File: src/common/ssf_cfg.svh
`ifndef SSF_CFG_SVH
`define SSF_CFG_SVH

// ~~~~~~~~~~~~~~~~~~~~~~~~~~~~~~
// Slot bank size and release pacing.
// ~~~~~~~~~~~~~~~~~~~~~~~~~~~~~~

`define SSF_SLOT_COUNT 70
`define SSF_DWELL_CYCLES 440 // Cycles between two releases.

// ~~~~~~~~~~~~~~~~~~~~~~~~~~~~~~
// Slot output fields.
// ~~~~~~~~~~~~~~~~~~~~~~~~~~~~~~

`define SSF_SAMPLE_WIDTH 32
`define SSF_CODE_WIDTH 2

// Only this code makes a slot eligible.
`define SSF_CODE_ACTIVE 1

`endif

File: src/common/ssf_pkg.sv
`include "ssf_cfg.svh"

package ssf_pkg;

	// ~~~~~~~~~~~~~~~~~~~~~~~~~~~~~~
	// Scalar types.
	// ~~~~~~~~~~~~~~~~~~~~~~~~~~~~~~

	typedef logic signed [`SSF_SAMPLE_WIDTH-1:0] sample_t;
	typedef logic [`SSF_CODE_WIDTH-1:0] code_t;

	// One spare value so a single slot or a single cycle still gets a bit.
	typedef logic [$clog2(`SSF_SLOT_COUNT + 1)-1:0] slot_idx_t;
	typedef logic [$clog2(`SSF_DWELL_CYCLES + 1)-1:0] dwell_t;

	// ~~~~~~~~~~~~~~~~~~~~~~~~~~~~~~
	// Bundles.
	// ~~~~~~~~~~~~~~~~~~~~~~~~~~~~~~

	// Outputs of one slot core.
	typedef struct packed {
		code_t req_code;
		code_t out_code;
		sample_t data;
	} slot_port_t;

	// Hub result after selection.
	typedef struct packed {
		code_t req_code;
		code_t out_code;
		sample_t data;
	} hub_out_t;

	// Release sequencer.
	typedef enum logic [0:0] {
		SEQ_RUN,
		SEQ_DONE
	} seq_state_t;

endpackage

File: src/design/reset_stagger.sv
`timescale 1ns/100ps
`include "ssf_cfg.svh"

module reset_stagger
	import ssf_pkg::*;
(
	input logic clk,
	input logic rst,
	output logic [`SSF_SLOT_COUNT-1:0] slot_rst
);

	localparam slot_idx_t last_slot = slot_idx_t'(`SSF_SLOT_COUNT - 1);
	localparam dwell_t last_tick = dwell_t'(`SSF_DWELL_CYCLES - 1);

	seq_state_t state;
	seq_state_t state_next;
	slot_idx_t idx;
	slot_idx_t idx_next;
	dwell_t dwell;
	dwell_t dwell_next;
	logic dwell_end;
	logic final_slot;

	// ~~~~~~~~~~~~~~~~~~~~~~~~~~~~~~
	// Sequencer next state.
	// ~~~~~~~~~~~~~~~~~~~~~~~~~~~~~~

	assign dwell_end = (dwell == last_tick); // Slot has had its full dwell.
	assign final_slot = (idx == last_slot);

	always_comb begin
		state_next = state;
		idx_next = idx;
		dwell_next = dwell;
		case (state)
			SEQ_RUN: begin
				if (dwell_end) begin
					dwell_next = '0;
					if (final_slot) begin
						state_next = SEQ_DONE; // Whole bank is out of reset.
					end else begin
						idx_next = idx + 1'b1;
					end
				end else begin
					dwell_next = dwell + 1'b1;
				end
			end
			SEQ_DONE: begin
				// Halted until the next global reset.
				state_next = SEQ_DONE;
			end
		endcase
	end

	always_ff @(posedge clk) begin
		if (rst) begin
			state <= SEQ_RUN;
			idx <= '0;
			dwell <= '0;
		end else begin
			state <= state_next;
			idx <= idx_next;
			dwell <= dwell_next;
		end
	end

	// ~~~~~~~~~~~~~~~~~~~~~~~~~~~~~~
	// Per-slot reset bits.
	// ~~~~~~~~~~~~~~~~~~~~~~~~~~~~~~

	// Current slot is released on the first edge it is selected.
	always_ff @(posedge clk) begin
		if (rst) begin
			slot_rst <= '1;
		end else if (state == SEQ_RUN) begin
			slot_rst[idx] <= 1'b0;
		end
	end

endmodule

File: config.mk
export PLATFORM = sky130hd
export DESIGN_NAME = reset_stagger
export DESIGN_NICKNAME = d
export VERILOG_FILES = /design/src/common/ssf_pkg.sv /design/src/design/reset_stagger.sv
export VERILOG_INCLUDE_DIRS = /design/src /design/src/common
export SDC_FILE = /design/constraint.sdc
export NUM_CORES = 1
export LEC_CHECK = 0
export ABC_AREA = 1
export BUFFER_PORTS_ARGS = -buffer_cell sky130_fd_sc_hd__buf_2
export CAP_MARGIN = 5
export CORE_MARGIN = 3
export CORE_UTILIZATION = 55
export CTS_BUF_LIST = sky130_fd_sc_hd__clkbuf_4
export CTS_CLUSTER_DIAMETER = 60
export DETAILED_ROUTE_END_ITERATION = 8
export HOLD_SLACK_MARGIN = 0.1
export MAX_ROUTING_LAYER = met4
export PLACE_DENSITY = 0.81
export REMOVE_ABC_BUFFERS = 1
export SKIP_LAST_GASP = 1
export SYNTH_ARGS = -nofsm -noshare
export SYNTH_HDL_FRONTEND = slang
export SYNTH_SLANG_ARGS = --single-unit
File: constraint.sdc
create_clock -name clk -period 1.6 [get_ports clk]
set_clock_uncertainty 0.1 [all_clocks]
set_input_delay 0.08 -clock clk [delete_from_list [all_inputs] [get_ports clk]]
set_output_delay 0.08 -clock clk [all_outputs]
set_load 0.05 [all_outputs]
==> Yosys cells after proc, flatten, opt, wreduce, memory -nomap -nowiden <==
Index checks and enable logic that the tools add are counted.
{ "classes": {"n_eq_ne": 2, "n_addsub": 2, "n_reduce_logical": 2, "magnitude_cmp": 2, "n_bitwise": 4, "muxes": 6} }
{ "op_table": {"columns": ["cell", "count"], "rows": [
  ["bitwise AND 70 bit", 1],
  ["NOT 70 bit", 1],
  ["adder 9 x 1 -> 9 bit, second input constant", 1],
  ["== test 9 bit, second input constant", 1],
  ["two-way mux 9 bit", 1],
  ["< comparator 7 x 8 -> 1 bit, second input constant", 1],
  ["adder 7 x 1 -> 7 bit, second input constant", 1],
  ["demux 1 bit (select 7 bit)", 1],
  ["== test 7 bit, second input constant", 1],
  [">= comparator 7 x 1 -> 1 bit, second input constant", 1],
  ["two-way mux 1 bit", 3],
  ["AND reduction 3 bit", 1],
  ["NOT 1 bit", 2],
  ["case mux 1 bit (2 select lines)", 1],
  ["logical AND 1 bit", 1]
]} }
{ "word_totals": {"input_bits": 2, "out_inout_bits": 70, "regBits": 87, "elab_cells": 22} }

==> Depth between registers and ports, before layout <==
Gate-level depths: netlist of run 1.
{ "depth": {"word_depth": 6, "mapped_depth": 10, "depth_no_buf": 10} }

==> Worst setup path after synthesis of run 1 <==
Ideal clock, no wire load.
{ "synth_path": {"path_kind": "reg-to-reg", "from": "register idx[1]", "to": "register idx[1]", "arrival_ns": 1.274, "path_buffers": 0, "period_less_slack_ns": 1.486, "path_stages_with_launch": 10, "t_required_ns": 1.387, "setup_ns": 0.113, "path_slack_ns": 0.114, "path_cell_list": "dfxtp_1 > inv_2 > ha_1 > nand2_1 > nand3b_1 > nand2_1 > nor2_2 > nand2_1 > nand2_1 > nor2_1"} }
{ "synth_via": {"elab_chain_len": 3, "elab_cells_between_ends": 4} }
{ "synth_lines": {"columns": ["item", "line_no", "rtl"], "rows": [
  ["start, declared", "reset_stagger.sv:17", "slot_idx_t idx;"],
  ["start signal, assigned", "reset_stagger.sv:62", "idx <= idx_next;"],
  ["branches (longest 3 deep; another with adder 7 x 1 -> 7 bit)", null, null]
]} }
Several ways; the timed one is not identified.
A chain may end at the register's enable or synchronous reset.

==> Worst setup path in the final report of run 1 <==
{ "layout_path": {"from": "register idx[4]", "to": "register slot_rst[24]"} }
{ "layout_via": {"elab_chain_len": 6, "elab_cells_between_ends": 7} }
{ "layout_lines": {"columns": ["item", "line_no", "rtl"], "rows": [
  ["< comparator 7 x 8 -> 1 bit (implied by the code) or >= comparator 7 x 1 -> 1 bit (tied branches)", "reset_stagger.sv:76", "slot_rst[idx] <= 1'b0;"],
  ["logical AND 1 bit (implied by the code)", "reset_stagger.sv:76", null],
  ["two-way mux 1 bit (implied by the code)", "reset_stagger.sv:76", null],
  ["demux 1 bit (select 7 bit) (*)", "reset_stagger.sv:76", null],
  ["NOT 70 bit (no line) (*)", null, null],
  ["bitwise AND 70 bit (no line) (*)", null, null],
  ["end signal, assigned", "reset_stagger.sv:74", "slot_rst <= '1;"],
  ["end signal, assigned by index", "reset_stagger.sv:76", null],
  ["end, declared", "reset_stagger.sv:9", "output logic [`SSF_SLOT_COUNT-1:0] slot_rst"]
]} }
Mark *: on every way between the ends. The rest lies on a longest branch, timed or not.

==> results_dict.tcl, run 1 <==
set metrics [dict create \
    outcome "completed" \
    ys_types 26 \
    path_class "reg2reg" \
    nNetsFinal 483 \
    vias_per_cell 5.25 \
    yosysTopAreaCell "dfxtp_1" \
    hold_violations 0 \
    p_per_area_nw_per_um2 893 \
    setup_ws_ns 0.0452 \
    drive_gt1_share_pct 25.1 \
    slew_headroom_pct 74.8 \
    wl_per_cell_um 13.8 \
    yosysWarnings 0 \
    drv_slew 0 \
    worstSkewPairLatency_ns 0.43 \
    leakage_nw 1.47 \
    wl_um 7670 \
    track_usage_pct 24.1 \
    r2r_slack_ns 0.05 \
    grt_antenna_before_repair 0 \
    floorplan.initialDensity_pct 57.5 \
    ys_ff_latch 87 \
    synth.area.top_cells "dfxtp_1 (55%), nand2_1 (14%), o21ai_0 (11%), inv_1 (3.2%), nand3_1 (3.0%)" \
    cap_violations 0 \
    syn_inst 400 \
    cp.required_ns 1.83 \
    cts_root_buffer "clkbuf_4" \
    max_freq_ghz 0.643 \
    tns_ns 0 \
    timing.final.crit_period_ns 1.55 \
    diodes 0 \
    hpwl_um 5420 \
    period_share_pct 97.2 \
    rows 27 \
    r2r-start "idx[4]" \
    htree_levels 3 \
    drc 0 \
    cts.sinks 87 \
    area_growth_pct 19.3 \
    hp-start "rst" \
    crit_arrival_ns 1.79 \
    ios 72 \
    dieArea_um2 6740 \
    critPathMaxFanout 8 \
    die_h_um 82.1 \
    grt_pass1_vias 2663 \
    io_buffers 71 \
    cts_made_buffers 9 \
    place_inst 537 \
    grt_pass1_wl_um 12100 \
    pre_cts_ws_ns 0.0373 \
    die_width_um 82.1 \
    cts_buffer_depth 2 \
    syn_area_per_cell_um2 7.96 \
    rsz0062_at_grt "yes" \
    synth-seq-area-share_pct 54.7 \
    endpoint_kind "register" \
    startpoint_type "register" \
    cp-startpoint "idx[4]" \
    setup-violations-final 0 \
    drtAntennaViolNets 0 \
    syn-cell-area_um2 3180 \
    power_w 0.00339 \
    dr.pass1.iters 5 \
    clk_pin_slew_ns 0.14 \
    instances_no_fill 555 \
    vias 2914 \
    ir_drop_mv 0.791 \
    routabilityCongestion 0.899 \
    drtIter0Drc 241 \
    worst_slew_pin_slew_ns 0.378 \
    hold_path.class "in2reg" \
    yosysTopAreaCellShare_pct 54.7 \
    grt_remaining_overflow 0 \
    grt_max_degree 73 \
    cts_tree "done" \
    coreArea_um2 5540 \
]
==> logic make-up (layout without fill, tap and decap cells) <==
kind of cell	Yosys count	after routing	synth area share (%)
AND/OR/NAND/NOR	182	182	24.7
flip-flops	87	87	54.7
AO/OA/AOI/OAI	83	83	13.2
buffers and inverters	43	126	5.70
adder cells (fa/ha/maj)	3	3	1.18
XOR/XNOR	2	2	0.550
==> critical path: stages (launching register included) <==
cell and delay [ns]:
dfxtp_1 0.50, nand2_1 0.11, inv_1 0.13, nand2_1 0.25, o21ai_0 0.28, nand2_1 0.08
==> per-layer routing <==
metal	GRT usage, %	share of wire (%)	up-vias
met1	31.6	45	1329
met3	4.71	6.2	19
met5	-	0	-
li1	-	-	1461
met4	11.5	2.5	0
met2	35.8	46	105
==> area by class of cell <==
cell class	instances	area [um^2]
flip-flops and latches	87	1750
fillers	464	1740
multi-input cells	270	1270
repair buffers	81	445
inverters	29	109
well taps	72	90.1
clock buffers	10	75.1
clock inverters	6	56.3
==> report_power, final <==
group / switching [W] / internal, W / leakage (nW) / total [W]
clock network: 0.000781 / 0.000356 / 0.0620 / 0.00114
registers: 0.00000557 / 0.00218 / 0.708 / 0.00218
logic: 0.0000528 / 0.0000206 / 0.705 / 0.0000735
total: 0.000840 / 0.00255 / 1.47 / 0.00339
==> cells in the mapped netlist (all sizes together) <==
cell and n:
xor2 2, nor3 4, a21oi 7, nor2 29, nand4 3, nand2 122, a211oi 1, o21ai 74
clkbuf 8, ha 3, buf 6, nand3b 1, inv 29, dfxtp 87, a31oi 1, nand3 23
==> through the flow <==
| step | hold slack [ns] | cell area [um^2] | utilization [%] |
|---|---|---|---|
| finish | 0.352 | 3800 | 68.5 |
| global route | 0.379 | 3800 | 68.5 |
| CTS | 0.345 | 3770 | 68.0 |
| detailed placement | 0.279 | 3630 | 65.5 |
| global placement | 0.266 | 3630 | 65.5 |
| floorplan | 0.0491 | 3110 | - |
==> cells in the final DEF (no fill, tap or decap), drive strengths merged <==
cell and instances:
clkinvlp 3, clkinv 2, nand4 3, inv 30
nand3 23, dlygate4sd3 1, a21oi 7, xor2 2
nor2 29, nand2 122, buf 80, nor3 4
o21ai 74, a31oi 1, dfxtp 87, a211oi 1
clkbuf 10, ha 3, nand3b 1
==> what timing repair did <==
item                                    CTS  global route
hold endpoints to repair                 11             0
endpoints found under the setup margin    0            57
gates resized for setup                   0            11
buffers inserted                          0             1
hold buffers                              1             0
==> final timing paths <==
kind,endpoint,cells after the start
max,slot_rst[24],5
min,idx[5],3
max reg2reg,slot_rst[24],5
min reg2reg,slot_rst[35],2
==> sequential cells by signal, indices dropped and copies added, names as in the netlist <==
register  flops
slot_rst     70
dwell         9
idx           7
state         1
Power figures use the tool's default switching activity.
==> run 2: changes to the inputs <==
GPL_TIMING_DRIVEN = 0   (was not set)
==> run 2 against run 1 <==
Effect of this change: wire length grew 4.1%; largest cell class unchanged; critical path depth rose by 3; setup slack lost 0.0082 ns; die area unchanged; clock power hardly changed; largest power group unchanged; via count is 0.21% higher; sequential share of layout area shrank 0.30 points; sequential cell count stayed put; critical path type unchanged.
==> results_dict.tcl, run 2 (synthesis gave the netlist of run 1 again) <==
set metrics [dict create \
    outcome "completed" \
    hold_violations 0 \
    intPower_w 0.00255 \
    dr.pass1.iters 4 \
    floorplan.initialDensity_pct 57.5 \
    die_width_um 82.1 \
    switching_share_pct 24.9 \
    cp.required_ns 1.84 \
    timing.final.crit_period_ns 1.56 \
    cts_root_buffer "clkbuf_4" \
    layout_common_cells "nand2_1 (117), dfxtp_1 (78), buf_2 (71)" \
    layout_commonest_cell "nand2_1" \
    drc 0 \
    leakage_nw 1.49 \
    cap_violations 0 \
    drtIter0Drc 259 \
    largest-register "slot_rst" \
    hp-start "slot_rst[4]" \
    ios 72 \
    r2r_slack_ns 0.04 \
    critPathMaxFanout 6 \
    grt_pass1_vias 2491 \
    grt_pass1_wl_um 11800 \
    sequentialPowerShare_pct 64.1 \
    largest_reg_flops 70 \
    wl_um 7980 \
    r2r_cells 8 \
    drv_slew 0 \
    slew_headroom_pct 66.3 \
    vias 2920 \
    wl_per_cell_um 14.3 \
    area_growth_pct 20.7 \
    nNetsFinal 485 \
    rsz0062_at_grt "yes" \
    grt_antenna_before_repair 0 \
    hold_path_end "slot_rst[4]" \
    htree_levels 3 \
    r2r-start "idx[1]" \
    io_buffers 71 \
    startpoint_type "register" \
    routabilityCongestion 0.821 \
    dieArea_um2 6740 \
    grt_remaining_overflow 0 \
    die_h_um 82.1 \
    period_share_pct 97.7 \
    reg2reg_to "idx[2]" \
    p_clk_share_pct 33.8 \
    hold_path.class "reg2reg" \
    coreArea_um2 5540 \
    cts_buffer_depth 2 \
    nFillCells 491 \
    pre_cts_ws_ns -0.128 \
    track_usage_pct 23.8 \
    drive_gt1_share_pct 26.8 \
    path_class "reg2reg" \
    p_per_area_nw_per_um2 884 \
    worstSkewPairLatency_ns 0.42 \
    endpoint_kind "register" \
    crit_arrival_ns 1.81 \
    netSwitchingPower_w 0.000845 \
    vias_per_cell 5.24 \
    grt_max_degree 47 \
    p_comb_share_pct 2.1 \
    max_freq_ghz 0.640 \
    setup_ws_ns 0.0370 \
    cts.sinks 87 \
    hold_slack_ns 0.364 \
    cts_made_buffers 9 \
    worst_slew_pin_slew_ns 0.504 \
    cts_tree "done" \
    drtAntennaViolNets 0 \
    clk_pin_slew_ns 0.14 \
    rows 27 \
    setup-violations-final 0 \
    hpwl_um 5340 \
    holdPathStages 2 \
    reg_top3 "slot_rst: 70 flops, dwell: 9 flops, idx: 7 flops" \
    diodes 0 \
    ir_drop_mv 0.605 \
]
run 2: cell types whose count changed in the layout (fill, tap and decap cells not counted), sizes merged:
cell,previous run,this run
buf,80,81
clkinv,2,3
run 2: worst max-delay path by stage:
stage,start,endpoint,slack (ns)
after global routing,idx[6],slot_rst[15],-0.08
after floorplan,rst,dwell[7],-0.11
final,idx[1],idx[2],0.04
after global placement,rst,dwell[7],-0.95
after CTS,state,dwell[7],-0.0007
after detailed placement,idx[1],idx[1],-0.13
run 2: per-layer routing:
metal | part of all wire (%) | global-route usage (%)
met3 | 6.8 | 5.26
met2 | 48 | 35.2
met5 | 0 | -
met4 | 1.3 | 9.80
met1 | 44 | 31.5
run 2: what timing repair did:
item,4_1_cts,5_1_grt
setup endpoints to repair,17,46
endpoints found under the hold margin,7,0
setup buffers,0,9
gates cloned,0,1
pin swaps,0,3
hold buffers,1,0
gates resized for setup,7,22
run 2: cell type report:
cell class                 instances  area [um^2]  share of cell area [%]
tap                               72         90.1                    2.34
multi-input combinational        270         1290                    33.5
sequential                        87         1760                    45.8
timing repair inverter             1         7.51                   0.195
clock buffer                      10         75.1                    1.95
timing repair buffer              82          453                    11.8
inverter                          29          115                    3.00
clock inverter                     6         53.8                    1.40
run 2: power by group through the flow:
stage / Clock [W] / Sequential (W) / Combinational (W)
CTS: 0.00115 / 0.00218 / 0.0000663
global route: 0.00126 / 0.00218 / 0.0000783
finish: 0.00115 / 0.00218 / 0.0000698
detailed placement: 0 / 0.00223 / 0.0000640
global placement: 0 / 0.00223 / 0.0000559
floorplan: 0 / 0.00223 / 0.0000346
run 2: worst max-delay path, stage by stage (launching register included):
cell      delay, ns
dfxtp_4        0.40
inv_4          0.08
ha_2           0.17
nand2_1        0.05
nand3b_1       0.20
buf_4          0.17
nand3_4        0.11
nand2_1        0.06
a21oi_1        0.14
run 2: stage by stage:
step	std cells	instance area, um^2	setup TNS (ns)	utilization, %	power, W
floorplan	386	3110	-0.427	-	0.00227
global placement	529	3560	-47.87	64.2	0.00228
global route	557	3840	-0.835	69.4	0.00352
finish	557	3840	0	69.4	0.00340
CTS	547	3730	-0.000663	67.3	0.00340
detailed placement	530	3580	-0.897	64.5	0.00229
==> run 3: changes to the inputs <==
CORE_UTILIZATION = 53   (was 55)
CTS_BUF_LIST = not set   (was sky130_fd_sc_hd__clkbuf_4)
PLACE_DENSITY = 0.78   (was 0.81)
==> run 3 against run 2 <==
Effect of this change: wire length down 2.9%; final area up 1.5%; clock power up 23%; worst hold slack worse by 0.0056 ns; die area up 3.5%; register-to-register slack about the same; count of clock-buffer cells in the layout unchanged; critical endpoint is now slot_rst[20]; largest power group unchanged; highest routed layer unchanged.
==> results_dict.tcl, run 3 (synthesis gave the netlist of run 1 again) <==
set metrics [dict create \
    timing.final.crit_period_ns 1.56 \
    crit_arrival_ns 1.70 \
    ios 72 \
    drtAntennaViolNets 0 \
    hold_path.class "reg2reg" \
    die_width_um 83.5 \
    diodes 0 \
    vias_per_cell 5.14 \
    grt_pass1_wl_um 12700 \
    regArea_um2 1760 \
    track_usage_pct 23.4 \
    wl_met1_um 3590 \
    multi_input_area_um2 1290 \
    hpwl_um 5190 \
    largest_reg_flops 70 \
    outcome "completed" \
    finalCoreUtilization_pct 69.1 \
    drtIter0Drc 190 \
    grt_remaining_overflow 0 \
    setup_ws_ns 0.0420 \
    nFillCells 436 \
    wl_met2_um 3460 \
    endpoint_kind "register" \
    grt_pass1_vias 2588 \
    worstSkewPairLatency_ns 0.35 \
    pre_cts_ws_ns -0.128 \
    power_w 0.00366 \
    critPathMaxFanout 8 \
    startpoint_type "register" \
    p_per_area_nw_per_um2 937 \
    grt_max_degree 51 \
    io_buffers 71 \
    cts.sinks 87 \
    leakage_nw 1.50 \
    drv_slew 0 \
    ir_drop_mv 0.860 \
    max_freq_ghz 0.642 \
    htree_levels 3 \
    cts_root_buffer "clkbuf_8" \
    top_layer "met4" \
    drc 0 \
    dr.pass1.iters 4 \
    worst_slew_pin_slew_ns 0.378 \
    wl_per_cell_um 13.9 \
    dieArea_um2 6970 \
    cap_violations 0 \
    coreArea_um2 5640 \
    floorplan.initialDensity_pct 56.4 \
    wl_um 7750 \
    rows 27 \
    routabilityCongestion 0.824 \
    period_share_pct 97.4 \
    cts_buffer_depth 2 \
    die_h_um 83.5 \
    cp.required_ns 1.74 \
    largest-register "slot_rst" \
    vias 2865 \
    path_class "reg2reg" \
    cts_tree "done" \
    layout_commonest_cell "nand2_1" \
    nNetsFinal 485 \
    wl_met3_um 480 \
    hold_violations 0 \
    drive_gt1_share_pct 26.6 \
    area_growth_pct 22.5 \
    setup-violations-final 0 \
    clk_pin_slew_ns 0.09 \
    layout_common_cells "nand2_1 (115), dfxtp_1 (80), buf_2 (71)" \
    grt_antenna_before_repair 0 \
    cts_made_buffers 9 \
    reg_top3 "slot_rst: 70 flops, dwell: 9 flops, idx: 7 flops" \
    slew_headroom_pct 74.8 \
    rsz0062_at_grt "yes" \
]
[run 3: cell count changes in the layout (fill, tap and decap cells not counted), moves of 2 or more]
cell      before  now
clkbuf_4      10    0
clkbuf_8       0    9
o21ai_1       11    7
dfxtp_1       78   80
nand2_2        5    7
nand2_1      117  115
o21ai_0       63   67
clkinv_4       3    1
dfxtp_2        6    3
[run 3: worst max-delay path, stage by stage, from the launching register on]
cell and delay [ns]:
dfxtp_1 0.38, nor2_1 0.27, nand3_1 0.36, o21ai_0 0.26, nand2_1 0.07
[run 3: repair_timing]
action | CTS | global route
pin swaps | 0 | 4
resized for setup | 6 | 22
setup endpoints to repair | 15 | 52
gates cloned | 0 | 1
hold buffers | 2 | 0
hold endpoints to repair | 7 | 0
setup buffers | 0 | 8
[run 3: layout make-up]
type	count	area share, %
inverter	29	2.98
timing repair inverter	1	0.192
tap	72	2.31
clock inverter	6	1.35
timing repair buffer	82	11.7
sequential	87	45.1
clock buffer	10	3.27
multi-input combinational	270	33.1
[run 3: final timing paths]
| check | startpoint | end | slack [ns] | cells past startpoint |
|---|---|---|---|---|
| setup / recovery | idx[5] | slot_rst[20] | 0.04 | 4 |
| hold reg to reg | slot_rst[46] | slot_rst[46] | 0.36 | 2 |
| hold / removal | slot_rst[46] | slot_rst[46] | 0.36 | 2 |
| setup reg to reg | idx[5] | slot_rst[20] | 0.04 | 4 |
[run 3: power by group]
part / switching, W / internal, W
registers: 0.00000749 / 0.00217
logic: 0.0000505 / 0.0000206
clock network: 0.000822 / 0.000589
[run 3: per-layer routing]
layer | up-vias | track usage (%)
met2 | 81 | 33.2
met5 | - | -
li1 | 1462 | -
met1 | 1306 | 31.9
met4 | 0 | 11.7
met3 | 16 | 4.84
[run 3: metrics by stage]
step / instance area, um^2 / TNS, ns / cells / hold WS (ns)
floorplan: 3110 / -0.427 / 386 / 0.0491
global placement: 3560 / -48.03 / 529 / 0.254
detailed placement: 3580 / -1.09 / 530 / 0.272
CTS: 3790 / 0 / 548 / 0.360
global route: 3900 / -1.66 / 557 / 0.376
finish: 3900 / 0 / 557 / 0.358
